===== src/verilog/align_pkg.sv =====
package align_pkg;

  //////////////////////////////
  // Widths
  //////////////////////////////

  // Instruction and address width
  localparam int XLEN = 32;

  // One halfword, the size of a compressed instruction
  localparam int HALF_W = 16;

  //////////////////////////////
  // Buffer sizing
  //////////////////////////////

  // Response words held in the queue
  localparam int FIFO_DEPTH = 3;

  // Instruction counter, zero up to FIFO_DEPTH instructions
  localparam int FIFO_CNT_W = 3;

  // Outstanding request counter and flush counter
  localparam int OUTST_W = 2;
  localparam int MAX_OUTSTANDING = 2;

  //////////////////////////////
  // Encoding
  //////////////////////////////

  // Low two bits of a 32-bit instruction
  localparam logic [1:0] RVC_UNCOMP = 2'b11;

  // Byte step between consecutive fetch words
  localparam logic [XLEN-1:0] WORD_INCR = 32'd4;

  // True when the halfword starts a 16-bit instruction
  function automatic logic is_compressed(input logic [HALF_W-1:0] half);
    return (half[1:0] != RVC_UNCOMP);
  endfunction

endpackage


===== src/verilog/align_resp_fifo.sv =====
`timescale 1ns/10ps

module align_resp_fifo (
  input  logic                      clk,
  input  logic                      rst_n,

  // Flush the whole queue
  input  logic                      kill_i,

  // Write side, one word per returned response
  input  logic                      push_i,
  input  logic [align_pkg::XLEN-1:0] push_rdata_i,
  input  logic                      push_err_i,

  // Head word fully consumed
  input  logic                      advance_i,

  // Read side, slot 0 and slot 1
  output logic                      head_valid_o,
  output logic [align_pkg::XLEN-1:0] head_rdata_o,
  output logic                      head_err_o,
  output logic                      next_valid_o,
  output logic [align_pkg::XLEN-1:0] next_rdata_o,
  output logic                      next_err_o
);

  // Slot 0 is the head of the queue
  logic [align_pkg::XLEN-1:0] rdata_q   [align_pkg::FIFO_DEPTH];
  logic [align_pkg::XLEN-1:0] rdata_int [align_pkg::FIFO_DEPTH];
  logic [align_pkg::XLEN-1:0] rdata_n   [align_pkg::FIFO_DEPTH];
  logic                       err_q     [align_pkg::FIFO_DEPTH];
  logic                       err_int   [align_pkg::FIFO_DEPTH];
  logic                       err_n     [align_pkg::FIFO_DEPTH];
  logic [align_pkg::FIFO_DEPTH-1:0] valid_q, valid_int, valid_n;

  // Set once the incoming word has found its slot
  logic placed;

  // Push goes into the lowest empty slot
  always_comb begin
    rdata_int = rdata_q;
    err_int   = err_q;
    valid_int = valid_q;
    placed    = 1'b0;
    for (int i = 0; i < align_pkg::FIFO_DEPTH; i++) begin
      if (push_i && !placed && !valid_q[i]) begin
        rdata_int[i] = push_rdata_i;
        err_int[i]   = push_err_i;
        valid_int[i] = 1'b1;
        placed       = 1'b1;
      end
    end
  end

  // Shift down one slot after the push, top slot empties
  always_comb begin
    rdata_n = rdata_int;
    err_n   = err_int;
    valid_n = valid_int;
    if (advance_i) begin
      for (int i = 0; i < align_pkg::FIFO_DEPTH - 1; i++) begin
        rdata_n[i] = rdata_int[i+1];
        err_n[i]   = err_int[i+1];
        valid_n[i] = valid_int[i+1];
      end
      valid_n[align_pkg::FIFO_DEPTH-1] = 1'b0;
    end
  end

  // Valid bits, kill empties the queue
  always_ff @(posedge clk or negedge rst_n) begin
    if (!rst_n) begin
      valid_q <= '0;
    end else if (kill_i) begin
      valid_q <= '0;
    end else begin
      valid_q <= valid_n;
    end
  end

  // Word payload
  always_ff @(posedge clk) begin
    rdata_q <= rdata_n;
    err_q   <= err_n;
  end

  assign head_valid_o = valid_q[0];
  assign head_rdata_o = rdata_q[0];
  assign head_err_o   = err_q[0];
  assign next_valid_o = valid_q[1];
  assign next_rdata_o = rdata_q[1];
  assign next_err_o   = err_q[1];

endmodule


===== src/verilog/align_extract.sv =====
`timescale 1ns/10ps

module align_extract (
  input  logic                       clk,
  input  logic                       rst_n,

  // Branch control
  input  logic                       pc_set_i,
  input  logic                       kill_i,
  input  logic [align_pkg::XLEN-1:0] branch_addr_i,

  // Incoming response, already gated by the flush counter
  input  logic                       resp_push_i,
  input  logic [align_pkg::XLEN-1:0] resp_rdata_i,
  input  logic                       resp_err_i,

  // Queue slots 0 and 1
  input  logic                       head_valid_i,
  input  logic [align_pkg::XLEN-1:0] head_rdata_i,
  input  logic                       head_err_i,
  input  logic                       next_valid_i,
  input  logic [align_pkg::XLEN-1:0] next_rdata_i,
  input  logic                       next_err_i,

  // Decode side
  input  logic                       instr_ready_i,
  output logic                       instr_valid_o,
  output logic [align_pkg::XLEN-1:0] instr_rdata_o,
  output logic                       instr_err_o,
  output logic [align_pkg::XLEN-1:0] instr_addr_o,

  // To queue and control
  output logic                       advance_o,
  output logic                       issue_o
);

  localparam int HW = align_pkg::HALF_W;

  logic [align_pkg::XLEN-1:0] addr_q, addr_n, addr_incr;

  // First word holding the instruction, and the word after it
  logic [align_pkg::XLEN-1:0] word, second;
  logic                       word_err, second_err;
  logic [align_pkg::XLEN-1:0] instr_unaligned;
  logic                       err_unaligned;

  logic valid_any, valid_unaligned_uncomp;
  logic aligned_is_comp, unaligned_is_comp;

  //////////////////////////////
  // Source selection
  //////////////////////////////

  // Head slot wins, otherwise the word on the response bus
  assign word     = head_valid_i ? head_rdata_i : resp_rdata_i;
  assign word_err = head_valid_i ? head_err_i   : resp_err_i;

  // Second half of a split instruction comes from slot 1 or the bus
  assign second     = next_valid_i ? next_rdata_i : resp_rdata_i;
  assign second_err = next_valid_i ? next_err_i   : resp_err_i;

  // Upper half of the first word joined with the lower half of the next
  assign instr_unaligned = {second[HW-1:0], word[align_pkg::XLEN-1:HW]};

  assign aligned_is_comp   = align_pkg::is_compressed(word[HW-1:0]);
  assign unaligned_is_comp = align_pkg::is_compressed(word[align_pkg::XLEN-1:HW]);

  // A split 32-bit instruction also carries the error of its second word
  assign err_unaligned = word_err | (!unaligned_is_comp & second_err);

  // Some data is available at all
  assign valid_any = head_valid_i | resp_push_i;

  // Both halves present, slot 1 implies slot 0
  assign valid_unaligned_uncomp = next_valid_i | (head_valid_i & resp_push_i);

  //////////////////////////////
  // Output instruction
  //////////////////////////////

  always_comb begin
    instr_rdata_o = word;
    instr_err_o   = word_err;
    instr_valid_o = 1'b0;
    if (kill_i) begin
      // Buffer contents are being thrown away
      instr_valid_o = 1'b0;
    end else if (addr_q[1]) begin
      instr_rdata_o = instr_unaligned;
      instr_err_o   = err_unaligned;
      if (!valid_any) begin
        instr_valid_o = 1'b0;
      end else if (unaligned_is_comp) begin
        // Only the upper half of the first word is needed
        instr_valid_o = 1'b1;
      end else begin
        instr_valid_o = valid_unaligned_uncomp;
      end
    end else begin
      // Aligned, whole instruction lives in one word
      instr_valid_o = valid_any;
    end
  end

  assign issue_o = instr_valid_o & instr_ready_i;

  //////////////////////////////
  // Address tracking
  //////////////////////////////

  // Start of the following word
  assign addr_incr = {addr_q[align_pkg::XLEN-1:2], 2'b00} + align_pkg::WORD_INCR;

  always_comb begin
    addr_n    = addr_q;
    advance_o = 1'b0;
    if (issue_o) begin
      if (addr_q[1]) begin
        // Upper half always ends the head word
        advance_o = 1'b1;
        if (unaligned_is_comp) begin
          addr_n = {addr_incr[align_pkg::XLEN-1:2], 2'b00};
        end else begin
          // Split instruction ends in the lower half of the next word
          addr_n = {addr_incr[align_pkg::XLEN-1:2], 2'b10};
        end
      end else if (aligned_is_comp) begin
        // Stay in this word, move to its upper half
        addr_n = {addr_q[align_pkg::XLEN-1:2], 2'b10};
      end else begin
        advance_o = 1'b1;
        addr_n    = {addr_incr[align_pkg::XLEN-1:2], 2'b00};
      end
    end
  end

  always_ff @(posedge clk or negedge rst_n) begin
    if (!rst_n) begin
      addr_q <= '0;
    end else if (pc_set_i) begin
      // Target belongs to the first word returned after the branch
      addr_q <= branch_addr_i;
    end else begin
      addr_q <= addr_n;
    end
  end

  assign instr_addr_o = addr_q;

endmodule


===== src/verilog/align_fetch_ctrl.sv =====
`timescale 1ns/10ps

module align_fetch_ctrl (
  input  logic                       clk,
  input  logic                       rst_n,

  // External control
  input  logic                       instr_req_i,
  input  logic                       pc_set_i,
  input  logic                       kill_i,
  input  logic [align_pkg::XLEN-1:0] branch_addr_i,

  // Fetch request handshake
  input  logic                       fetch_ready_i,
  output logic                       fetch_valid_o,

  // Response channel, no back-pressure
  input  logic                       resp_valid_i,
  input  logic [align_pkg::XLEN-1:0] resp_rdata_i,

  // Instruction consumed downstream
  input  logic                       issue_i,

  // Response accepted into the buffer
  output logic                       resp_push_o
);

  localparam int HW = align_pkg::HALF_W;
  localparam int CW = align_pkg::FIFO_CNT_W;
  localparam int OW = align_pkg::OUTST_W;

  // Complete instructions held in queue plus bus
  logic [CW-1:0] instr_cnt_q, instr_cnt_n;

  // Complete instructions that the incoming word adds
  logic [CW-1:0] n_incoming;

  // Requests accepted but not yet answered
  logic [OW-1:0] outst_cnt_q, outst_cnt_n;
  logic          outst_up, outst_down;

  // Stale responses still to drop after a branch
  logic [OW-1:0] flush_cnt_q, flush_cnt_n, flush_branch;

  // Parse state of the write side
  // aligned=0 with complete=1 only follows an unaligned branch
  logic aligned_q, aligned_n;
  logic complete_q, complete_n;

  logic lo_comp, hi_comp;

  // Drop responses that belong to the old path
  assign resp_push_o = (flush_cnt_q == '0) ? resp_valid_i : 1'b0;

  //////////////////////////////
  // Fetch request
  //////////////////////////////

  // Ask for more while the buffer runs low, or always on a branch
  assign fetch_valid_o = instr_req_i &&
                         (outst_cnt_q < align_pkg::MAX_OUTSTANDING) &&
                         ((instr_cnt_q == '0) ||
                          (instr_cnt_q == CW'(1) && outst_cnt_q == '0) ||
                          pc_set_i);

  //////////////////////////////
  // Word parsing
  //////////////////////////////

  assign lo_comp = align_pkg::is_compressed(resp_rdata_i[HW-1:0]);
  assign hi_comp = align_pkg::is_compressed(resp_rdata_i[align_pkg::XLEN-1:HW]);

  always_comb begin
    aligned_n  = aligned_q;
    complete_n = complete_q;
    n_incoming = '0;
    if (pc_set_i) begin
      // Branch target decides where parsing starts
      aligned_n  = !branch_addr_i[1];
      complete_n = branch_addr_i[1];
    end else if (resp_push_o) begin
      if (aligned_q && !lo_comp) begin
        // One full 32-bit instruction, state unchanged
        n_incoming = CW'(1);
      end else if (aligned_q || !complete_q) begin
        // Lower half ends an instruction, either a compressed one or the
        // tail of a split one
        if (hi_comp) begin
          n_incoming = CW'(2);
          aligned_n  = 1'b1;
          complete_n = 1'b1;
        end else begin
          // Upper half opens a split instruction
          n_incoming = CW'(1);
          aligned_n  = 1'b0;
          complete_n = 1'b0;
        end
      end else begin
        // First word after an unaligned branch, lower half is skipped
        if (hi_comp) begin
          n_incoming = CW'(1);
          aligned_n  = 1'b1;
          complete_n = 1'b1;
        end else begin
          aligned_n  = 1'b0;
          complete_n = 1'b0;
        end
      end
    end
  end

  // Instruction count, issues subtract one
  always_comb begin
    if (kill_i) begin
      instr_cnt_n = '0;
    end else if (issue_i) begin
      instr_cnt_n = instr_cnt_q + n_incoming - CW'(1);
    end else begin
      instr_cnt_n = instr_cnt_q + n_incoming;
    end
  end

  //////////////////////////////
  // Outstanding and flush
  //////////////////////////////

  assign outst_up   = fetch_valid_o & fetch_ready_i;
  assign outst_down = resp_valid_i;

  always_comb begin
    outst_cnt_n = outst_cnt_q;
    if (outst_up && !outst_down) begin
      outst_cnt_n = outst_cnt_q + OW'(1);
    end else if (!outst_up && outst_down) begin
      outst_cnt_n = outst_cnt_q - OW'(1);
    end
  end

  // A response in the branch cycle itself is no longer pending
  assign flush_branch = resp_valid_i ? (outst_cnt_q - OW'(1)) : outst_cnt_q;

  always_comb begin
    flush_cnt_n = flush_cnt_q;
    if (pc_set_i) begin
      flush_cnt_n = flush_branch;
    end else if (resp_valid_i && (flush_cnt_q != '0)) begin
      flush_cnt_n = flush_cnt_q - OW'(1);
    end
  end

  always_ff @(posedge clk or negedge rst_n) begin
    if (!rst_n) begin
      instr_cnt_q <= '0;
      outst_cnt_q <= '0;
      flush_cnt_q <= '0;
      aligned_q   <= 1'b0;
      complete_q  <= 1'b0;
    end else begin
      instr_cnt_q <= instr_cnt_n;
      outst_cnt_q <= outst_cnt_n;
      flush_cnt_q <= flush_cnt_n;
      aligned_q   <= aligned_n;
      complete_q  <= complete_n;
    end
  end

endmodule


===== src/verilog/align_buffer_top.sv =====
`timescale 1ns/10ps

module align_buffer_top (
  input  logic                       clk,
  input  logic                       rst_n,

  // Control from the core
  input  logic                       instr_req_i,
  input  logic                       pc_set_i,
  input  logic                       kill_i,
  input  logic [align_pkg::XLEN-1:0] branch_addr_i,

  // Prefetcher request side
  output logic                       fetch_valid_o,
  input  logic                       fetch_ready_i,
  output logic                       fetch_branch_o,
  output logic [align_pkg::XLEN-1:0] fetch_branch_addr_o,

  // Prefetcher response side
  input  logic                       resp_valid_i,
  input  logic [align_pkg::XLEN-1:0] resp_rdata_i,
  input  logic                       resp_err_i,

  // Decode side
  output logic                       instr_valid_o,
  input  logic                       instr_ready_i,
  output logic [align_pkg::XLEN-1:0] instr_rdata_o,
  output logic                       instr_err_o,
  output logic [align_pkg::XLEN-1:0] instr_addr_o
);

  logic                       resp_push;
  logic                       advance;
  logic                       issue;
  logic                       head_valid, next_valid;
  logic [align_pkg::XLEN-1:0] head_rdata, next_rdata;
  logic                       head_err, next_err;

  // Prefetcher restarts at the word holding the target
  assign fetch_branch_o      = pc_set_i;
  assign fetch_branch_addr_o = {branch_addr_i[align_pkg::XLEN-1:2], 2'b00};

  align_fetch_ctrl u_fetch_ctrl (
    .clk           (clk),
    .rst_n         (rst_n),
    .instr_req_i   (instr_req_i),
    .pc_set_i      (pc_set_i),
    .kill_i        (kill_i),
    .branch_addr_i (branch_addr_i),
    .fetch_ready_i (fetch_ready_i),
    .fetch_valid_o (fetch_valid_o),
    .resp_valid_i  (resp_valid_i),
    .resp_rdata_i  (resp_rdata_i),
    .issue_i       (issue),
    .resp_push_o   (resp_push)
  );

  align_resp_fifo u_resp_fifo (
    .clk          (clk),
    .rst_n        (rst_n),
    .kill_i       (kill_i),
    .push_i       (resp_push),
    .push_rdata_i (resp_rdata_i),
    .push_err_i   (resp_err_i),
    .advance_i    (advance),
    .head_valid_o (head_valid),
    .head_rdata_o (head_rdata),
    .head_err_o   (head_err),
    .next_valid_o (next_valid),
    .next_rdata_o (next_rdata),
    .next_err_o   (next_err)
  );

  align_extract u_extract (
    .clk           (clk),
    .rst_n         (rst_n),
    .pc_set_i      (pc_set_i),
    .kill_i        (kill_i),
    .branch_addr_i (branch_addr_i),
    .resp_push_i   (resp_push),
    .resp_rdata_i  (resp_rdata_i),
    .resp_err_i    (resp_err_i),
    .head_valid_i  (head_valid),
    .head_rdata_i  (head_rdata),
    .head_err_i    (head_err),
    .next_valid_i  (next_valid),
    .next_rdata_i  (next_rdata),
    .next_err_i    (next_err),
    .instr_ready_i (instr_ready_i),
    .instr_valid_o (instr_valid_o),
    .instr_rdata_o (instr_rdata_o),
    .instr_err_o   (instr_err_o),
    .instr_addr_o  (instr_addr_o),
    .advance_o     (advance),
    .issue_o       (issue)
  );

endmodule


===== config.mk =====
export PLATFORM = sky130hd
export DESIGN_NAME = align_buffer_top
export DESIGN_NICKNAME = d
export VERILOG_FILES = /design/src/verilog/align_pkg.sv /design/src/verilog/align_resp_fifo.sv /design/src/verilog/align_extract.sv /design/src/verilog/align_fetch_ctrl.sv /design/src/verilog/align_buffer_top.sv
export SDC_FILE = /design/constraint.sdc
export NUM_CORES = 1
export LEC_CHECK = 0
export BUFFER_PORTS_ARGS = -buffer_cell sky130_fd_sc_hd__buf_2
export CORE_AREA = 2 2 183 149
export CTS_BUF_LIST = sky130_fd_sc_hd__clkbuf_2 sky130_fd_sc_hd__clkbuf_4 sky130_fd_sc_hd__clkbuf_8
export CTS_CLUSTER_DIAMETER = 30
export DETAILED_ROUTE_END_ITERATION = 8
export DIE_AREA = 0 0 185 151
export SLEW_MARGIN = 10
export SYNTH_ARGS = -nofsm -noshare
export SYNTH_HDL_FRONTEND = slang
export SYNTH_SLANG_ARGS = --single-unit

===== constraint.sdc =====
create_clock -name clk -period 4.3 [get_ports clk]
set_input_delay 0.215 -clock clk [delete_from_list [all_inputs] [get_ports clk]]
set_output_delay 0.215 -clock clk [all_outputs]
set_load 0.03 [all_outputs]

# --- Word-level counts from Yosys, hierarchy flattened ---
# Cells that the tools add are included.
totals:
  wordCells: 128
  regBits: 143
  output_inout_bits: 100
op_classes:
  magnitude_cmp: 1
  bitwise_logic: 7
  muxes: 54
  n_eq_ne: 7
  reduce_logical: 38
  addsub: 6
ops:
  columns: ["operator", "count"]
  rows:
  - ["$mux 32", 10]
  - ["$mux 64", 1]
  - ["$add 32x3->32 const B", 1]
  - ["$mux 1", 26]
  - ["$mux 3", 8]
  - ["$mux 16", 1]
  - ["$mux 2", 8]
  - ["$logic_and 1x1->1", 12]
  - ["$reduce_bool 2->1", 6]
  - ["$logic_not 1->1", 11]
  - ["$ne 2x2->1 const B", 5]
  - ["$and 1x1->1", 4]
  - ["$logic_not 2->1", 2]
  - ["$reduce_and 2->1", 2]
  - ["$sub 2x1->2 const B", 2]
  - ["$add 3x3->3", 1]
  - ["$eq 3x1->1 const B", 1]
  - ["$logic_not 3->1", 1]
  - ["$logic_or 1x1->1", 3]
  - ["$ne 3x2->1 const B", 1]
  - ["$or 1x1->1", 3]
  - ["$reduce_bool 3->1", 1]
  - ["$sub 3x1->3 const B", 1]
  - ["$add 2x1->2 const B", 1]
  - ["$lt 2x2->1 const B", 1]

# --- Logic depth before layout (Yosys ltp) ---
# Gate-level depths: netlist of run 1.
logic_depth:
  ltp_word: 14
  depth_mapped: 11
  ltp_nobuf: 10

# --- Hierarchy ---
# Synthesis of run 1 repeated with hierarchy kept, for this count alone.
unflattened:
  hier_cells: 777
  area_unflattened_um2: 8296.7
by_module_without_submodules:
  columns: ["module", "cells_each", "n_inst", "area_per_inst_um2"]
  rows:
  - ["align_resp_fifo", 337, 1, 4431.8]
  - ["align_extract", 339, 1, 2996.6]
  - ["align_fetch_ctrl", 67, 1, 616.8]
  - ["align_buffer_top", 34, 1, 251.5]

# --- Least setup slack after synthesis of run 1 ---
# Ideal clock, no wire load.
synth_path:
  path_type: "flip-flop to flip-flop"
  startpoint: "register u_resp_fifo.valid_q[0] (netlist name)"
  endpoint: "register u_resp_fifo.err_q, in the netlist u_resp_fifo.head_err_o (enable)"
  path_buffers: 3
  required_ps: 3831
  period_less_slack_ps: 3903
  stages_incl_launch_ff: 5
  path_slack_ps: 397
  t_arrival_ps: 3434
  setup_ps: 469
  cell_sequence: "dfrtp_1 > buf_2 > clkbuf_1 > clkbuf_1 > o21ai_0"
synth_via:
  elab_chain_len: 9
  word_cells_on_any_way: 17
  cone_classes: "2 x eq/ne; 8 x mux; 4 x bitwise; 3 x reduce/logical"
synth_rtl:
  columns: ["item", "line_no", "text"]
  rows:
  - ["start, declared", "align_resp_fifo.sv:34", "logic [align_pkg::FIFO_DEPTH-1:0] valid_q, valid_int, valid_n;"]
  - ["start signal, assigned", "align_resp_fifo.sv:77", "valid_q <= valid_n;"]
  - ["$mux 32 / $and 1x1->1 (equally long branches)", "align_extract.sv:55, align_extract.sv:75", null]
  - ["$ne 2x2->1 / $or 1x1->1 (equally long branches)", "align_pkg.sv:39, align_extract.sv:75", null]
  - ["$mux 1", "align_extract.sv:93", "end else if (unaligned_is_comp) begin"]
  - ["$mux 1", "align_extract.sv:91", "if (!valid_any) begin"]
  - ["$mux 1", "align_extract.sv:88", "end else if (addr_q[1]) begin"]
  - ["$mux 1", "align_extract.sv:85", "if (kill_i) begin"]
  - ["$and 1x1->1", "align_extract.sv:105", "assign issue_o = instr_valid_o & instr_ready_i;"]
  - ["$mux 1", "align_extract.sv:117", "if (issue_o) begin"]
  - ["$reduce_bool 2->1 (no source line) *", null, null]
  - ["end signal, assigned", "align_resp_fifo.sv:84", "err_q <= err_n;"]
  - ["end, declared", "align_resp_fifo.sv:31", "logic err_q [align_pkg::FIFO_DEPTH];"]
# Every way passes the cells marked *; elsewhere a longest branch is shown, timed or not.
# A chain may end at the register's enable or synchronous reset.

==> summary.txt, run 1 <==
Outcome
  • Status: finished, final reports clean

Pwr
  • Pleak: 4.06 nW
  • Worst vdd ir: 0.000187 V
  • PD cells: 515 nW/um2

STA
  • Setup_tns: 0 ns
  • Fin crit period: 3.06 ns
  • Max-slew violation total from the final report: 0
  • Period utilization: 0.711
  • RSZ-0062 raised after global routing: false
  • Final setup fails: 0
  • Final Hold Fails: 0
  • Worst rel slew slack: 0.221
  • Slew at the pin closest to its max-slew limit: 1.17 ns
  • Clock Skew: 0.0131 ns
  • Max Freq: 327 MHz
  • Worst setup margin: 1.24 ns

Floorplan
  • Boundary Pins: 173
  • Die Span X: 185 um
  • Die area: 27900 um2
  • Row count: 53
  • Initial core utilization: 0.296
  • Area of the core: 26000 um2
  • Die H: 151 um

Critical path
  • Crit path DAT: 3.22 ns
  • Critical path startpoint category: flop
  • Crit path capture type: flop
  • CP Max Fanout: 53
  • Worst Path Required: 4.46 ns
  • CP Class: flop to flop

Synth
  • Post-synth ARST share: 0.308
  • Mapped Cells: 817
  • Distinct cell type count after synthesis: 56
  • Count of state elements after synthesis: 143
  • Post-Syn Area: 7710 um2
  • Yosys Warn Count: 0
  • Post-synth EDFFs: 33
  • Top FF cell, synth: dfxtp_1
  • Seq/Total Area, Yosys: 0.443
  • Mean post-synth cell area: 9.43 um2

Finish
  • # fillers: 2732
  • Layout net count: 1029
  • Area Overhead vs Synth: 19.5%
  • Fraction of layout cells with a size suffix above 1: 0.254
  • Final core utilization: 0.354
  • Post-route insts no fill: 1318

Drt
  • Post-DR vias/cell: 4.92
  • Vias post-DR: 6484
  • Antenna Nets Post-Route: 0
  • Drt pass-1 iters: 7
  • Iter 0 DRT Violations: 561
  • Final WL: 21300 um
  • # DRC: 0
  • Routed len/inst: 16.1 um

Place
  • Dpl hpwl: 14300 um
  • IO buf count: 170
  • Post-place setup slack: 1.26 ns
  • RD Place Congestion: 0.783
  • Inst Count DP: 1269

Clock tree
  • Clock Latency Late Sink: 0.44 ns
  • Max Root-Sink Buffers: 2
  • Clock Pin Slew Worst Setup and Hold Paths: 0.08 ns
  • Clk sinks: 143
  • CTS Buf Count: 17
  • Clk root buf: clkbuf_8
  • CTS tree: yes
  • # resized after CTS: 0
  • H-tree depth: 4

GRT
  • Initial antenna violation count: 1
  • Vias in the first global route: 5996
  • First-pass GRT wire length: 33100 um
  • Grt ovf: 0
  • Largest net degree at the start of global routing: 67
  • GRT Util Overall: 0.152

Min path
  • Hold Path Class: input pin to flop

Run
  • Max Cap Violations: 0
## power by group
part / total (W) / switching [W] / internal, W
clock network: 0.00108 / 0.000530 / 0.000555
registers: 0.00199 / 0.000181 / 0.00181
logic: 0.00167 / 0.00108 / 0.000591
## through the flow
step | hold slack [ns] | total power [W] | instance area (um2)
6_report | 0.0339 | 0.00475 | 9210
5_1_grt | 0.00371 | 0.00505 | 9210
4_1_cts | 0.00121 | 0.00478 | 9210
3_5_place_dp | 0.345 | 0.00368 | 8650
3_3_place_gp | 0.348 | 0.00364 | 8650
2_1_floorplan | -0.0806 | 0.00321 | 7710
## cell usage after synthesis (16+ instances only)
cell type  count  area, um2
inv_1        114        428
dfxtp_1       66       1320
nand2_1       60        225
nor2_1        55        206
mux2i_1       53        531
o21ai_0       46        230
dfrtp_1       44       1100
clkbuf_1      37        139
buf_4         36        270
a222oi_1      33        330
edfxtp_1      33        991
a31oi_1       25        156
a21oi_1       23        115
nand3_1       20        100
a211oi_1      19        143
o31ai_1       19        143
or4_1         18        135
mux4_2        16        360
## flip-flops by register name (all words and copies together) (netlist names)
| name | flops |
|---|---|
| u_fetch_ctrl.instr_cnt_q | 3 |
| u_resp_fifo.next_rdata_o | 32 |
| u_fetch_ctrl.aligned_q | 1 |
| u_fetch_ctrl.outst_cnt_q | 2 |
| u_extract.instr_addr_o | 32 |
| u_resp_fifo.err_q | 1 |
| u_resp_fifo.next_err_o | 1 |
| u_resp_fifo.head_err_o | 1 |
| u_fetch_ctrl.flush_cnt_q | 2 |
| u_resp_fifo.valid_q | 3 |
| u_fetch_ctrl.complete_q | 1 |
| u_resp_fifo.head_rdata_o | 32 |
| u_resp_fifo.rdata_q | 32 |
## kinds of logic (layout without fill, tap and decap cells)
kind of cell	after synthesis	after routing	synth area share
other	1	3	0.000487
AO/OA/AOI/OAI	188	188	0.172
flip-flops	143	143	0.443
multiplexers	69	69	0.116
XOR/XNOR	6	6	0.00682
AND/OR/NAND/NOR	198	198	0.127
adder cells (fa/ha/maj)	8	8	0.0140
buffers and inverters	204	346	0.121
## area by class of cell
type | instances | area (um2) | area share
flip-flops and latches | 143 | 3410 | 0.371
multi-input cells | 471 | 3410 | 0.370
repair buffers | 200 | 1120 | 0.121
well taps | 357 | 447 | 0.0485
inverters | 115 | 432 | 0.0469
clock buffers | 21 | 277 | 0.0300
clock inverters | 10 | 114 | 0.0124
diodes | 1 | 2.50 | 0.000272
## layout by cell type, fill, tap and decap left out, drive strengths merged, types with 2 or more instances in the layout
cell type / instances
or2: 2
xor2: 3
o31ai: 19
and3b: 2
clkinvlp: 4
bufinv: 2
edfxtp: 33
o311ai: 7
inv: 116
and3: 6
clkinv: 3
dlygate4sd3: 17
o21ai: 46
a31oi: 25
ha: 7
a222oi: 33
nor2: 55
nand4: 12
a21oi: 23
nor3: 4
a311o: 3
mux2i: 53
nand3: 20
xnor2: 3
nand4b: 3
clkbuf: 21
dfxtp: 66
nand2b: 5
dfrtp: 44
mux4: 16
conb: 2
a311oi: 4
or3: 4
nand2: 60
a211oi: 19
a31o: 2
buf: 183
and2: 3
or4: 18
## path summary, 6_finish.rpt
kind | slack, ns | end | startpoint | cells past startpoint
max | 1.24 | u_resp_fifo.head_rdata_o[10] | u_fetch_ctrl.flush_cnt_q[0] | 8
min | 0.03 | u_resp_fifo.rdata_q[29] | resp_rdata_i[29] | 3
max reg2reg | 1.24 | u_resp_fifo.head_rdata_o[10] | u_fetch_ctrl.flush_cnt_q[0] | 8
min reg2reg | 0.46 | u_resp_fifo.next_err_o | u_resp_fifo.err_q[0] | 2
max in group asynchronous | 3.46 | u_resp_fifo.valid_q[0] | rst_n | 3
min in group asynchronous | 0.39 | u_extract.instr_addr_o[0] | rst_n | 3
## metal layers
metal	up-vias	GRT usage	share of wire
li1	3177	-	-
met1	3139	0.203	0.46
met2	149	0.246	0.48
met3	19	0.0284	0.045
met4	0	0.0556	0.014
met5	-	0	0
## critical path, stage by stage (launching register included)
cell and delay, ns:
dfrtp_1 0.36, inv_1 0.09, ha_1 0.18, nand2_1 0.13
a31o_1 0.27, a311o_2 0.76, nor3_4 0.26, buf_4 0.55
mux2i_1 0.17
## what timing repair did
action	in CTS	in global routing
endpoints found under the hold margin	60	0
setup buffers	0	0
hold buffers	17	0
Note: power is estimated with default switching activity, not from simulation.
==> run 2, diff against run 1 <==
- ABC_AREA: default -> 1
- CORE_AREA: 2 2 183 149 -> 2 2 187 152
- DIE_AREA: 0 0 185 151 -> 0 0 189 154
- clock period: 4.3 -> 2.82 ns (I/O delays scaled with it)
==> run 2 against run 1 <==
Effect of this change:
- via count grew 22%
- worst hold slack lost 0.014 ns
- final cell count grew 30%
- clock skew grew 0.0075 ns
- sequential share of layout area shrank 3.4 points
- clock power grew 64%
- combinational power grew 51%
- critical endpoint is now instr_rdata_o[1]
- largest cell class is now multi-input gates
- largest power group unchanged
- highest routed layer unchanged
==> summary.txt, run 2 <==
Drt
  • Final WL: 25100 um (was 21300 um)
  • Routed len/inst: 14.6 um (was 16.1 um)
  • Post-DR vias/cell: 4.61 (was 4.92)
  • Iter 0 DRT Violations: 704 (was 561)
  • Antenna Nets Post-Route: 0 (unchanged)
  • # DRC: 0 (unchanged)
  • Drt pass-1 iters: 5 (was 7)
  • Vias post-DR: 7906 (was 6484)

Finish
  • Layout net count: 1418 (was 1029)
  • Post-route insts no fill: 1714 (was 1318)
  • Diode count: 0 (was 1)
  • Area Overhead vs Synth: 25.3% (was 19.5%)
  • Most frequent cells in the layout: nand2_1 (361), buf_2 (169), o21ai_0 (160) (was buf_2 (170), inv_1 (114), dfxtp_1 (66))
  • Fraction of layout cells with a size suffix above 1: 0.173 (was 0.254)
  • Commonest non-fill, non-tap cell in the layout: nand2_1 (was buf_2)
  • # fillers: 2879 (was 2732)

GRT
  • GRT Util Overall: 0.172 (was 0.152)
  • First-pass GRT wire length: 39600 um (was 33100 um)
  • Met2 Usage GRT: 0.253 (was 0.246)
  • GR met1 Demand/Resource: 0.257 (was 0.203)
  • Grt ovf: 0 (unchanged)
  • Met3 GRT Util: 0.0301 (was 0.0284)
  • Initial antenna violation count: 1 (unchanged)
  • Largest net degree at the start of global routing: 67 (unchanged)
  • GRT busiest layer: met1 (was met2)
  • Vias in the first global route: 7269 (was 5996)

Synth
  • Top FF cell, synth: dfxtp_1 (unchanged)
  • Distinct cell type count after synthesis: 37 (was 56)
  • Post-synth EDFFs: 33 (unchanged)
  • Mean post-synth cell area: 6.99 um2 (was 9.43 um2)
  • Post-Synth Adder-Cell Area: 0.0133 (was 0.0140)
  • Count of state elements after synthesis: 143 (unchanged)
  • Most frequent cells after synthesis: nand2_1 (362), o21ai_0 (161), inv_1 (122) (was inv_1 (114), dfxtp_1 (66), nand2_1 (60))
  • Post-synth ARST share: 0.308 (unchanged)
  • Post-Syn Area: 8080 um2 (was 7710 um2)
  • Synth Area in Compound Gates: 0.165 (was 0.172)
  • Largest family of logic cells by synthesized area: simple AND/OR/NAND/NOR gates (was compound AO/OA/AOI/OAI gates)
  • Cell taking the most area after synthesis: nand2_1 (was dfxtp_1)
  • Leading post-synthesis cells by cell area: nand2_1 (17%), dfxtp_1 (16%), dfrtp_1 (14%) (was dfxtp_1 (17%), dfrtp_1 (14%), edfxtp_1 (13%))
  • Post-Synth Simple-Gate Area: 0.262 (was 0.127)
  • Mapped Cells: 1157 (was 817)
  • Xor and xnor area share after synthesis: 0.0130 (was 0.00682)
  • Seq/Total Area, Yosys: 0.422 (was 0.443)
  • Yosys Warn Count: 0 (unchanged)
  • Post-synth top area share: 0.168 (was 0.171)
  • Top-count cell post-synth: nand2_1 (was inv_1)
  • Post-synthesis mux area share: 0 (was 0.116)

Clock tree
  • Postcts setup bufs: 0 (unchanged)
  • Clock Pin Slew Worst Setup and Hold Paths: 0.10 ns (was 0.08 ns)
  • H-tree depth: 4 (unchanged)
  • Max Root-Sink Buffers: 2 (unchanged)
  • CTS Buf Count: 17 (unchanged)
  • Clock Latency Late Sink: 0.48 ns (was 0.44 ns)
  • Clk sinks: 143 (unchanged)
  • Clk root buf: clkbuf_8 (unchanged)
  • CTS tree: yes (unchanged)

STA
  • Slew at the pin closest to its max-slew limit: 0.810 ns (was 1.17 ns)
  • Worst rel slew slack: 0.459 (was 0.221)
  • Hold Slack: 0.0199 ns (was 0.0339 ns)
  • Period utilization: 0.886
  • Fin crit period: 2.50 ns
  • Max-slew violation total from the final report: 0 (unchanged)
  • Final Hold Fails: 0 (unchanged)
  • Max Freq: 400 MHz
  • RSZ-0062 raised after global routing: false (unchanged)
  • Setup_tns: 0 ns (unchanged)
  • Final setup fails: 0 (unchanged)
  • Clock Skew: 0.0206 ns (was 0.0131 ns)

Place
  • IO buf count: 170 (unchanged)
  • Inst Count DP: 1622 (was 1269)
  • Dpl hpwl: 17700 um (was 14300 um)
  • RD Place Congestion: 0.873 (was 0.783)

Pwr
  • PD cells: 707 nW/um2 (was 515 nW/um2)
  • Worst vdd ir: 0.000325 V (was 0.000187 V)
  • Pleak: 4.67 nW (was 4.06 nW)

Critical path
  • Cells on worst reg2reg path: 11 (was 8)
  • CP Max Fanout: 25 (was 53)
  • Worst Path Required: 2.68 ns (was 4.46 ns)
  • Critical path startpoint category: flop (unchanged)
  • Reg-to-reg endpoint: u_extract.instr_addr_o[16] (was u_resp_fifo.head_rdata_o[10])
  • Crit path capture type: primary output (was flop)
  • CP Class: flop to primary output (was flop to flop)
  • Reg2reg start: u_resp_fifo.valid_q[0] (was u_fetch_ctrl.flush_cnt_q[0])
  • Reg2reg setup slack: 0.44 ns (was 1.24 ns)
  • Crit path DAT: 2.36 ns (was 3.22 ns)

Min path
  • Hold Path Class: input pin to flop (unchanged)
  • Hold Path Depth: 5 (was 3)
  • Hold Path Origin: branch_addr_i[13] (was resp_rdata_i[29])
  • WHS Endpoint: u_extract.instr_addr_o[13] (was u_resp_fifo.rdata_q[29])

Outcome
  • Status: finished, final reports clean (unchanged)

Floorplan
  • Boundary Pins: 173 (unchanged)
  • Die area: 29100 um2 (was 27900 um2)
  • Die H: 154 um (was 151 um)
  • Row count: 54 (was 53)
  • Die Span X: 189 um (was 185 um)
  • Initial core utilization: 0.298 (was 0.296)
  • Area of the core: 27100 um2 (was 26000 um2)

Run
  • Max Cap Violations: 0 (unchanged)
## run 2: changes by cell type after synthesis, moves of 23 or more
cell      previous run  this run
nand2_1             60       362
o21ai_0             46       161
mux2i_1             53         0
nand3_1             20        73
a222oi_1            33         0
o21ai_1              0        33
a31oi_1             25         2
## run 2: critical path, cell delays in order, from the launching register on
cell and delay, ns:
dfrtp_1 0.39, inv_1 0.16, nor2_2 0.05, inv_1 0.59, o21ai_0 0.39, buf_2 0.30
## run 2: layout make-up
type / count / area (um2) / share of cell area
clock buffers: 17 / 234 / 0.0231
repair buffers: 251 / 1660 / 0.164
multi-input cells: 800 / 3700 / 0.365
flip-flops and latches: 143 / 3410 / 0.337
well taps: 364 / 455 / 0.0450
clock inverters: 15 / 201 / 0.0199
inverters: 124 / 465 / 0.0459
## run 2: how the worst max path moves through the flow
stage                                       end                         from  cells after the start  slack, ns
floorplan                u_resp_fifo.head_err_o  u_fetch_ctrl.flush_cnt_q[0]                      8       0.49
global placement    u_fetch_ctrl.instr_cnt_q[1]       u_fetch_ctrl.aligned_q                     12       0.48
detailed placement  u_fetch_ctrl.instr_cnt_q[1]       u_fetch_ctrl.aligned_q                     12       0.42
CTS                           instr_rdata_o[19]       u_resp_fifo.valid_q[0]                      5       0.33
global route                  instr_rdata_o[11]       u_resp_fifo.valid_q[0]                      7       0.18
finish                         instr_rdata_o[1]    u_extract.instr_addr_o[1]                      5       0.32
## run 2: metrics by stage
step	setup slack, ns	cell area (um2)	total power, W	util
after global placement	0.479	9090	0.00533	0.336
after CTS	0.331	10100	0.00723	0.374
after global routing	0.178	10100	0.00763	0.374
after floorplan	0.491	8090	0.00458	-
after detailed placement	0.423	9090	0.00537	0.336
final	0.322	10100	0.00717	0.374
## run 2: layer usage
metal  vias up  share of wire  routed length (um)
met4         0          0.013                 331
met5         -              0                   0
met3        25          0.054                1360
li1       4072              -                   -
met2       225           0.42               10600
met1      3584           0.51               12700
## run 2: timing repair
action	4_1_cts	5_1_grt
hold buffers	60	0
endpoints found under the hold margin	106	0
gates resized for setup	0	0
## run 2: power breakdown
group | switching [W] | internal, W | total (W)
clock | 0.00107 | 0.000701 | 0.00177
combinational | 0.00172 | 0.000805 | 0.00253
sequential | 0.000264 | 0.00260 | 0.00286
total | 0.00306 | 0.00411 | 0.00717
## run 2: cells by family (layout without fill, tap and decap cells)
logic type	after synthesis	after routing
flip-flops	143	143
buffers and inverters	215	407
AND/OR/NAND/NOR	523	523
AO/OA/AOI/OAI	255	255
adder cells (fa/ha/maj)	8	8
XOR/XNOR	12	12
other	1	2
